$ cat src/rtl/cpu_pkg.sv
// Shared instruction format, opcode and sequencer state definitions for the processor.
`default_nettype none

package cpu_pkg;

    localparam int INSTR_W   = 16;  // instruction and memory word width.
    localparam int DATA_W    = 8;   // register, operand and output byte width.
    localparam int REG_SEL_W = 4;
    localparam int OPCODE_W  = 4;

    // Instruction layout is {reg_sel, opcode, operand} from the top bit down.
    typedef enum logic [OPCODE_W-1:0] {
        HALT   = 4'd0,
        OUT    = 4'd1,
        OUTLOC = 4'd2,
        LI     = 4'd3,
        OUTR   = 4'd4
    } opcode_t;

    typedef enum logic [2:0] {
        FETCH,
        AWAIT_INSTR,
        AWAIT_DATA,
        WAIT_CREDIT,
        HALTED
    } seq_state_t;

endpackage

`default_nettype wire
$ cat src/rtl/mem_bus_if.sv
// Request and acknowledge bus between the sequencer and the unified memory.
`timescale 1ns/1ps
`default_nettype none

interface mem_bus_if import cpu_pkg::*; #(
    parameter int ADDR_W = 8
) ();

    logic                req;   // one-cycle pulse, at most one access in flight.
    logic [ADDR_W-1:0]   addr;  // held stable until ack.
    logic [INSTR_W-1:0]  rdata; // valid in the ack cycle.
    logic                ack;

    modport master (
        output req,
        output addr,
        input  rdata,
        input  ack
    );

    modport slave (
        input  req,
        input  addr,
        output rdata,
        output ack
    );

endinterface

`default_nettype wire

$ cat src/rtl/cpu_top.sv
// Processor subsystem top level joining sequencer, memory, registers and output port.
`timescale 1ns/1ps
`default_nettype none

module cpu_top import cpu_pkg::*; #(
    parameter int ADDR_W      = 8,
    parameter int WAIT_STATES = 2,
    parameter int CREDITS     = 4
) (
    input  logic               clk,
    input  logic               rst,
    input  logic               load_en,
    input  logic [ADDR_W-1:0]  load_addr,
    input  logic [INSTR_W-1:0] load_data,
    input  logic               credit_return,
    output logic               out_valid,
    output logic [DATA_W-1:0]  out_data,
    output logic               halted
);

    logic                 rf_we;
    logic [REG_SEL_W-1:0] rf_wsel;
    logic [DATA_W-1:0]    rf_wdata;
    logic [REG_SEL_W-1:0] rf_rsel;
    logic [DATA_W-1:0]    rf_rdata;
    logic                 send;
    logic [DATA_W-1:0]    send_byte;
    logic                 has_credit;

    mem_bus_if #(
        .ADDR_W(ADDR_W)
    ) mem_bus ();

    instr_sequencer #(
        .ADDR_W(ADDR_W)
    ) i_instr_sequencer (
        .clk        (clk),
        .rst        (rst),
        .mem        (mem_bus.master),
        .rf_we      (rf_we),
        .rf_wsel    (rf_wsel),
        .rf_wdata   (rf_wdata),
        .rf_rsel    (rf_rsel),
        .rf_rdata   (rf_rdata),
        .send       (send),
        .send_byte  (send_byte),
        .has_credit (has_credit),
        .halted     (halted)
    );

    unified_ram #(
        .ADDR_W      (ADDR_W),
        .WAIT_STATES (WAIT_STATES)
    ) i_unified_ram (
        .clk       (clk),
        .rst       (rst),
        .load_en   (load_en),
        .load_addr (load_addr),
        .load_data (load_data),
        .bus       (mem_bus.slave)
    );

    reg_file i_reg_file (
        .clk   (clk),
        .rst   (rst),
        .we    (rf_we),
        .wsel  (rf_wsel),
        .wdata (rf_wdata),
        .rsel  (rf_rsel),
        .rdata (rf_rdata)
    );

    out_credit_port #(
        .CREDITS(CREDITS)
    ) i_out_credit_port (
        .clk           (clk),
        .rst           (rst),
        .send          (send),
        .send_byte     (send_byte),
        .credit_return (credit_return),
        .has_credit    (has_credit),
        .out_valid     (out_valid),
        .out_data      (out_data)
    );

endmodule

`default_nettype wire

$ cat src/rtl/instr_sequencer.sv
// Instruction sequencer that fetches, decodes and executes the 16-bit instruction stream.
`timescale 1ns/1ps
`default_nettype none

module instr_sequencer import cpu_pkg::*; #(
    parameter int ADDR_W = 8
) (
    input  logic                 clk,
    input  logic                 rst,
    mem_bus_if.master            mem,
    output logic                 rf_we,
    output logic [REG_SEL_W-1:0] rf_wsel,
    output logic [DATA_W-1:0]    rf_wdata,
    output logic [REG_SEL_W-1:0] rf_rsel,
    input  logic [DATA_W-1:0]    rf_rdata,
    output logic                 send,
    output logic [DATA_W-1:0]    send_byte,
    input  logic                 has_credit,
    output logic                 halted
);

    seq_state_t          state;
    logic [ADDR_W-1:0]   pc;
    logic                data_rd;  // the pending request is an OUTLOC data read.
    logic [INSTR_W-1:0]  instr_q;
    logic [DATA_W-1:0]   byte_q;
    opcode_t             op_in;
    opcode_t             op_q;

    assign op_in = opcode_t'(mem.rdata[DATA_W +: OPCODE_W]);
    assign op_q  = opcode_t'(instr_q[DATA_W +: OPCODE_W]);

    // LI writes straight from the fetched word while ack is high.
    assign rf_we    = (state == AWAIT_INSTR) && mem.ack && (op_in == LI);
    assign rf_wsel  = mem.rdata[INSTR_W-1 -: REG_SEL_W];
    assign rf_wdata = mem.rdata[DATA_W-1:0];
    assign rf_rsel  = instr_q[INSTR_W-1 -: REG_SEL_W];

    assign send      = (state == WAIT_CREDIT) && has_credit;
    assign send_byte = (op_q == OUTR) ? rf_rdata : byte_q;
    assign halted    = (state == HALTED);

    always_ff @(posedge clk or posedge rst) begin
        if (rst) begin
            state    <= FETCH;
            pc       <= '0;
            data_rd  <= 1'b0;
            mem.req  <= 1'b0;
            mem.addr <= '0;
        end else begin
            case (state)
                FETCH: begin
                    if (!mem.req) begin
                        mem.req  <= 1'b1;
                        mem.addr <= pc;
                    end else begin
                        mem.req <= 1'b0;
                        state   <= data_rd ? AWAIT_DATA : AWAIT_INSTR;
                    end
                end
                AWAIT_INSTR: begin
                    if (mem.ack) begin
                        case (op_in)
                            OUT, OUTR: state <= WAIT_CREDIT;
                            OUTLOC: begin
                                data_rd  <= 1'b1;
                                mem.req  <= 1'b1;
                                mem.addr <= ADDR_W'(mem.rdata[DATA_W-1:1]); // word address.
                                state    <= FETCH;
                            end
                            LI: begin
                                pc    <= pc + 1'b1;
                                state <= FETCH;
                            end
                            default: state <= HALTED; // HALT and every unknown opcode.
                        endcase
                    end
                end
                AWAIT_DATA: begin
                    if (mem.ack) begin
                        data_rd <= 1'b0;
                        state   <= WAIT_CREDIT;
                    end
                end
                WAIT_CREDIT: begin
                    if (has_credit) begin
                        pc       <= pc + 1'b1;
                        mem.req  <= 1'b1;  // next fetch goes out right behind the send.
                        mem.addr <= pc + 1'b1;
                        state    <= FETCH;
                    end
                end
                default: ;
            endcase
        end
    end

    // Operand of OUT or the low byte of an OUTLOC data word.
    always_ff @(posedge clk) begin
        if (state == AWAIT_INSTR && mem.ack) begin
            instr_q <= mem.rdata;
            byte_q  <= mem.rdata[DATA_W-1:0];
        end else if (state == AWAIT_DATA && mem.ack) begin
            byte_q <= mem.rdata[DATA_W-1:0];
        end
    end

    a_no_req_while_waiting: assert property (@(posedge clk) disable iff (rst)
        (state inside {AWAIT_INSTR, AWAIT_DATA}) |-> !mem.req);

    // An ack outside the wait states would be lost by the sequencer.
    a_ack_while_waiting: assert property (@(posedge clk) disable iff (rst)
        mem.ack |-> (state inside {AWAIT_INSTR, AWAIT_DATA}));

endmodule

`default_nettype wire

$ cat src/rtl/out_credit_port.sv
// Output byte port with credit-based flow control toward the external consumer.
`timescale 1ns/1ps
`default_nettype none

module out_credit_port import cpu_pkg::*; #(
    parameter int CREDITS = 4
) (
    input  logic              clk,
    input  logic              rst,
    input  logic              send,
    input  logic [DATA_W-1:0] send_byte,
    input  logic              credit_return,
    output logic              has_credit,
    output logic              out_valid,
    output logic [DATA_W-1:0] out_data
);

    localparam int CNT_W = $clog2(CREDITS + 1);

    logic [CNT_W-1:0] credit_cnt;

    // A send and a returned credit in the same cycle cancel out.
    always_ff @(posedge clk or posedge rst) begin
        if (rst) begin
            credit_cnt <= CNT_W'(CREDITS);
        end else begin
            case ({send, credit_return})
                2'b10:   credit_cnt <= credit_cnt - 1'b1;
                2'b01:   credit_cnt <= credit_cnt + 1'b1;
                default: credit_cnt <= credit_cnt;
            endcase
        end
    end

    assign has_credit = (credit_cnt != '0);
    assign out_valid  = send;
    assign out_data   = send_byte;

    a_cnt_in_range: assert property (@(posedge clk) disable iff (rst)
        credit_cnt <= CREDITS);

    // The consumer must not return more credits than it was given.
    a_no_overflow: assert property (@(posedge clk) disable iff (rst)
        (credit_return && !send) |-> (credit_cnt < CREDITS));

    a_no_underflow: assert property (@(posedge clk) disable iff (rst)
        send |-> (credit_cnt != '0));

endmodule

`default_nettype wire

$ cat src/rtl/reg_file.sv
// General register file with sixteen byte registers, one write and one read port.
`timescale 1ns/1ps
`default_nettype none

module reg_file import cpu_pkg::*; (
    input  logic                 clk,
    input  logic                 rst,
    input  logic                 we,
    input  logic [REG_SEL_W-1:0] wsel,
    input  logic [DATA_W-1:0]    wdata,
    input  logic [REG_SEL_W-1:0] rsel,
    output logic [DATA_W-1:0]    rdata
);

    logic [DATA_W-1:0] regs [2**REG_SEL_W];

    always_ff @(posedge clk or posedge rst) begin
        if (rst) begin
            for (int i = 0; i < 2**REG_SEL_W; i++) begin
                regs[i] <= '0; // unloaded registers read as zero.
            end
        end else if (we) begin
            regs[wsel] <= wdata;
        end
    end

    assign rdata = regs[rsel];

endmodule

`default_nettype wire

$ cat src/rtl/unified_ram.sv
// Unified program and data memory with a load port and wait-stated read acknowledges.
`timescale 1ns/1ps
`default_nettype none

module unified_ram import cpu_pkg::*; #(
    parameter int ADDR_W      = 8,
    parameter int WAIT_STATES = 2
) (
    input  logic               clk,
    input  logic               rst,
    input  logic               load_en,
    input  logic [ADDR_W-1:0]  load_addr,
    input  logic [INSTR_W-1:0] load_data,
    mem_bus_if.slave           bus
);

    logic [INSTR_W-1:0] mem [2**ADDR_W];
    logic [ADDR_W-1:0]  addr_q;
    logic               done;
    logic               busy;

    always_ff @(posedge clk) begin
        if (load_en) begin
            mem[load_addr] <= load_data;
        end
    end

    always_ff @(posedge clk) begin
        if (bus.req) begin
            addr_q <= bus.addr;
        end
    end

    wait_timer #(
        .WAIT_STATES(WAIT_STATES)
    ) i_wait_timer (
        .clk   (clk),
        .rst   (rst),
        .start (bus.req),
        .done  (done),
        .busy  (busy)
    );

    assign bus.ack   = done;
    assign bus.rdata = mem[addr_q]; // word stays put while the access is pending.

    // The master may only start a new access after the previous ack.
    a_no_overlap: assert property (@(posedge clk) disable iff (rst)
        bus.req |-> !busy);

endmodule

`default_nettype wire

$ cat src/rtl/wait_timer.sv
// Wait state timer that pulses done a fixed number of cycles after start.
`timescale 1ns/1ps
`default_nettype none

module wait_timer #(
    parameter int WAIT_STATES = 2
) (
    input  logic clk,
    input  logic rst,
    input  logic start,
    output logic done,
    output logic busy
);

    localparam int CNT_W = (WAIT_STATES > 0) ? $clog2(WAIT_STATES + 1) : 1;

    logic [CNT_W-1:0] count;
    logic             active;

    always_ff @(posedge clk or posedge rst) begin
        if (rst) begin
            active <= 1'b0;
            count  <= '0;
        end else if (start) begin
            active <= 1'b1;
            count  <= CNT_W'(WAIT_STATES);
        end else if (active) begin
            if (count == '0) begin
                active <= 1'b0;
            end else begin
                count <= count - 1'b1;
            end
        end
    end

    assign done = active && (count == '0); // WAIT_STATES+1 cycles after start.
    assign busy = active;

endmodule

`default_nettype wire

$ cat config.mk
export PLATFORM = sky130hd
export DESIGN_NAME = cpu_top
export DESIGN_NICKNAME = d
export VERILOG_FILES = /design/src/rtl/cpu_pkg.sv /design/src/rtl/mem_bus_if.sv /design/src/rtl/cpu_top.sv /design/src/rtl/instr_sequencer.sv /design/src/rtl/out_credit_port.sv /design/src/rtl/reg_file.sv /design/src/rtl/unified_ram.sv /design/src/rtl/wait_timer.sv
export SDC_FILE = /design/constraint.sdc
export NUM_CORES = 2
export LEC_CHECK = 0
export ABC_AREA = 0
export BUFFER_PORTS_ARGS = -buffer_cell sky130_fd_sc_hd__buf_4
export CAP_MARGIN = 10
export CORE_MARGIN = 2
export CORE_UTILIZATION = 55
export CTS_CLUSTER_SIZE = 8
export DETAILED_ROUTE_END_ITERATION = 16
export PLACE_DENSITY_LB_ADDON = 0.08
export SLEW_MARGIN = 20
export SYNTH_ARGS = -nofsm -noshare
export SYNTH_HDL_FRONTEND = slang
export SYNTH_SLANG_ARGS = --single-unit
$ cat constraint.sdc
create_clock -name clk -period 4.85 [get_ports clk]
set_clock_uncertainty 0.1 [all_clocks]
set_input_delay 0.2425 -clock clk [delete_from_list [all_inputs] [get_ports clk]]
set_output_delay 0.2425 -clock clk [all_outputs]
set_load 0.005 [all_outputs]
# Yosys cells after proc, flatten, opt, wreduce, memory -nomap -nowiden
# Memory sizes are Yosys's and may differ from the RTL's. A register that Yosys moved wholly into a read port is not among the register bits.
# Cells that the tools add are included.
dict set report op_classes {
  magnitude_cmp 3
  n_eq_ne 19
  n_addsub 4
  n_bitwise 2
  muxes 41
  n_reduce_logical 24
}
# operator count
set op_table {}
lappend op_table {{$bwmux 128} 1}
lappend op_table {{$mux 8} 13}
lappend op_table {{$bmux 8 s4} 1}
lappend op_table {{$demux 8 s4} 1}
lappend op_table {{$pmux 8 s3} 1}
lappend op_table {{$pmux 8 s2} 1}
lappend op_table {{$mux 3} 4}
lappend op_table {{$pmux 3 s2} 2}
lappend op_table {{$pmux 3 s4} 1}
lappend op_table {{$reduce_and 4->1} 3}
lappend op_table {{$ge 5x5->1 const B} 2}
lappend op_table {{$mux 1} 10}
lappend op_table {{$not 4->5} 2}
lappend op_table {{$reduce_and 5->1} 2}
lappend op_table {{$reduce_bool 2->1} 5}
lappend op_table {{$add 8x1->8 const B} 1}
lappend op_table {{$eq 4x2->1 const B} 2}
lappend op_table {{$eq 4x3->1 const B} 2}
lappend op_table {{$mux 2} 4}
lappend op_table {{$ne 2x1->1 const B} 4}
lappend op_table {{$ne 2x2->1 const B} 4}
lappend op_table {{$eq 3x2->1 const B} 2}
lappend op_table {{$logic_and 1x1->1} 6}
lappend op_table {{$reduce_bool 3->1} 2}
lappend op_table {{16 further kinds} 17}
dict set report totals {
  mem_bits_rw 4096
  memories 1
  reg_bits 187
  input_bits 28
  out_inout_bits 10
}
# memory words width rd rd_clocked_by_memory_dff write_ports line_no
set memory_table {}
lappend memory_table {i_unified_ram.mem 256 16 1 1 1 unified_ram.sv:17} ;# logic [INSTR_W-1:0] mem [2**ADDR_W];

# Logic depth before layout (Yosys ltp)
dict set report logic_depth {
  word_depth 6
  ltp_mapped 16
  depth_no_buf 10
}

# By module
# From an unflattened synthesis, not the netlist that was laid out.
dict set report unflattened {
  cells_unflattened 8039
  area_unflattened_um2 167386.8
}
# module area_per_inst_um2 n_inst cells_each seq_area_each_um2
set by_module_without_submodules {}
lappend by_module_without_submodules {unified_ram 158916.2 1 7440 123398.3}
lappend by_module_without_submodules {reg_file 5953.2 1 369 3203.1}
lappend by_module_without_submodules {instr_sequencer 2109.5 1 191 1006.0}
lappend by_module_without_submodules {out_credit_port 235.2 1 23 76.3}
lappend by_module_without_submodules {wait_timer 172.7 1 16 75.1}

# Least setup slack after synthesis
# No wires, ideal clock.
dict set report synth_path {
  kind {reg2reg}
  startpoint {reg (tool-made name)}
  endpoint {reg i_reg_file.regs[0] (netlist bit)}
  path_buffers 5
  slack_ps 774
  setup_ps 125
  stages_incl_launch_ff 13
  period_less_slack_ps 4076
  arrival_ps 3851
  cell_sequence {dfxtp_1 buf_2 buf_4 buf_2 buf_1 clkbuf_1 mux4_2 a311oi_1 a41oi_1 nand3_1 nand4_4 nor3_4 mux2_2}
}
# item line_no
set synth_lines {}
lappend synth_lines {{end signal: indexed assignment} reg_file.sv:23} ;# regs[wsel] <= wdata;
lappend synth_lines {{end: declaration} reg_file.sv:15} ;# logic [DATA_W-1:0] regs [2**REG_SEL_W];

==> metrics.csv <==
metric,value,unit
finalWorstSetupSlack,0.0361,ns
route.met2.wl,220,mm
gp_congestion,0.888,
fmax,208,MHz
avgSynthCellArea,22.6,sq um
grt_usage,0.310,
cts_tree,yes,
die_area,307000,sq um
worstSetupPathType,reg -> reg,
finalCriticalPeriod,4.81,ns
core_area,300000,sq um
antenna_found_initial,24,
drv_slew,0,
synth_seq_area_share,0.769,
dpl-instance-area,177000,sq um
drc,0,
synth_top_area_share,0.744,
numCtsBuffers,605,
dr.max_layer_used,met5,
antenna_left,0,
synth_edf_count,4120,
worst_r2r_path_depth,14,
drt_pass1_iterations,5,
grt_pass1_vias,84162,
r2r_slack,0.04,ns
grt_pass1_wl,660,mm
vdd_drop_max,0.349,mV
drt_iter0_markers,11699,
place_ws,-0.307,ns
clockBufferDepth,4,
status,completed,
rsz0062_at_grt,false,
start_kind,register,
syn2layout_area_growth,17.2,%
power.density,566,nW/um^2
worstPathMaxFanout,24,
vias_per_cell,6.74,
place_hpwl,295,mm
setup_viol,0,
cts.sinks,4283,
relSlewSlack,0.200,
clock-root-buffer,clkbuf_16,
fillers,19694,
finalCritPeriodShare,0.993,
crit_required,5.64,ns
async_reset_ff_frac,0.0362,
synth_nets,7392,
final_util,0.649,
routedWlPerCell,37.6,um
insertion_delay,1.04,ns
design_area,195000,sq um
ys.flop_type,edfxtp_1,
top_level_ports,38,
htree_num_levels,6,
yosysTopAreaCell,edfxtp_1,
syn_inst,7360,
worst_slew_pin_slew,1.20,ns
worstHoldEndpoint,i_out_credit_port.credit_cnt[0],
grt_max_degree,145,
clk_pin_slew,0.05,ns
critical_path.endpoint_type,register,
grt-ovfl-total,0,
synth-seq-cells,4283,
die_h,554,um
power,110000,uW
worstHoldPathCells,4,
core.rowCount,201,
leakagePower,0.0631,uW
totalWireLength,472,mm
finalNetCount,8465,
ys_types,80,
regToRegEndpoint,i_reg_file.regs[93],
numPortBuffers,37,
dieWidth,554,um
wl_met3,46.7,mm
synth_top_cells_by_area,"edfxtp_1, mux4_2, dfrtp_1",
initial_core_util,0.554,
layout-drive-gt1-share,0.361,
maxCapViolCount,0,
final_cells,12547,
met1_length,188,mm
num_vias,84567,
ys.warnings.count,0,
dp.cells,11744,
report.final.hold_viol_count,0,
arrival,5.61,ns
syn_area,166000,sq um
worstHoldStart,credit_return,
hp-class,in -> reg,
[cell families after synthesis]
family | share of synthesized area
DFF | 0.769
xor gates and xnor gates | 0.000685
buffers and inverters | 0.0149
adders and majority gates | 0.000346
and+or+nand+nor | 0.0198
AOI/OAI and AO/OA | 0.0173
muxes | 0.178
[through the flow]
stage	TNS, ns	hold WS [ns]
6_report	0	0.114
3_5_place_dp	-17.55	0.358
4_1_cts	0	0.0573
2_1_floorplan	0	0.241
3_3_place_gp	-145.94	0.362
5_1_grt	0	0.123
[layout make-up]
type / count / area, sq um / share of cell area
Antenna cell: 30 / 75.1 / 0.000385
Clock buffer: 680 / 15500 / 0.0798
Clock inverter: 53 / 1190 / 0.00610
Inverter: 24 / 105 / 0.000540
Multi-Input combinational cell: 2632 / 36800 / 0.189
Sequential cell: 4283 / 128000 / 0.656
Tap cell: 3958 / 4950 / 0.0254
Timing Repair Buffer: 887 / 8350 / 0.0429
[how the worst max path moves through the flow]
stage                               endpoint  cells past startpoint  slack, ns      from
2_1_floorplan      i_instr_sequencer.data_rd                      1       0.33       rst
3_3_place_gp            i_reg_file.regs[106]                     13      -1.30  register
3_5_place_dp             i_reg_file.regs[89]                     14      -0.31  register
4_1_cts        i_instr_sequencer.mem.addr[1]                     14       0.04  register
5_1_grt                  i_reg_file.regs[95]                     15      0.004  register
6_report                 i_reg_file.regs[93]                     14       0.04  register
[cells in the final DEF (no fill, tap or decap), types with 30 or more instances in the layout]
cell type	synthesis	final
edfxtp_1	4120	4120
mux4_2	1131	1131
buf_4	61	717
clkbuf_16	0	611
mux2i_1	233	230
nor2_2	3	188
dfrtp_1	154	154
a22oi_1	148	148
mux2_2	146	146
nand2_1	125	125
buf_12	3	120
nor2_1	313	102
a21oi_1	70	69
clkbuf_1	137	69
nand3_1	58	58
o22ai_1	35	35
diode_2	0	30
o21ai_0	30	30
dlygate4sd3_1	0	30
[sequential cells by signal (all words and copies together) (netlist names), named ones only]
name,count
i_instr_sequencer.byte_q,8
i_instr_sequencer.data_rd,1
i_instr_sequencer.instr_q,8
i_instr_sequencer.mem.addr,8
i_instr_sequencer.mem.req,1
i_instr_sequencer.pc,8
i_instr_sequencer.state,3
i_out_credit_port.credit_cnt,3
i_reg_file.regs,128
i_unified_ram.addr_q,8
i_unified_ram.i_wait_timer.busy,1
i_unified_ram.i_wait_timer.count,2
i_unified_ram.mem,4096
[power by group]
group	total [uW]	switching (uW)	internal, uW
clock network	37800	15200	22600
registers	41400	388	41000
logic	31200	17600	13600
total	110000	33200	77100
[critical path, cell delays in order, from the launching register on]
cell and delay [ns]:
dfxtp_4 0.47, buf_12 0.24, or3b_2 0.48, buf_4 0.19, o32ai_1 0.57, a2111oi_0 0.17
o311ai_0 0.20, o311ai_2 0.19, buf_4 0.22, buf_4 0.14, and3_1 0.27, nand2b_1 0.21
or3b_2 0.53, nor2_4 0.28, mux2_2 0.37
[cells in the mapped netlist (4+ instances only)]
cell	count
mux4_2	1131
a21o_1	4
buf_8	10
nand4_1	27
a31oi_1	10
nor3_1	31
and2_1	9
a21oi_1	70
nor2b_1	34
mux2_1	12
a221oi_1	12
o21ai_0	30
buf_2	133
mux2_2	146
a2111oi_0	10
a211oi_1	22
xor2_1	9
a22oi_1	148
or4_1	6
a22o_1	25
or3b_2	4
and3_1	5
mux2i_1	233
or2_2	7
inv_1	23
o22ai_1	35
edfxtp_1	4120
nand2_1	125
buf_4	61
o211ai_1	7
nor4b_1	4
xnor2_1	4
buf_1	44
nor3_4	12
clkbuf_1	137
nor4_1	17
dfrtp_1	154
nand2b_1	14
dfxtp_1	8
a221o_1	4
nor2_1	313
or3_1	8
nand3_1	58
buf_6	33
[metal layers]
metal / vias to the layer above / global-route usage
met2: 4745 / 0.470
li1: 33176 / -
met5: - / 0
met4: 4 / 0.104
met3: 794 / 0.0609
met1: 45848 / 0.457
[timing repair]
item	4_1_cts	5_1_grt
gates resized for setup	7	10
hold endpoints to repair	1934	0
hold buffers	30	0
setup buffers	3	7
pin swaps	0	1
setup endpoints to repair	137	101
Note: power is estimated with default switching activity, not from simulation.
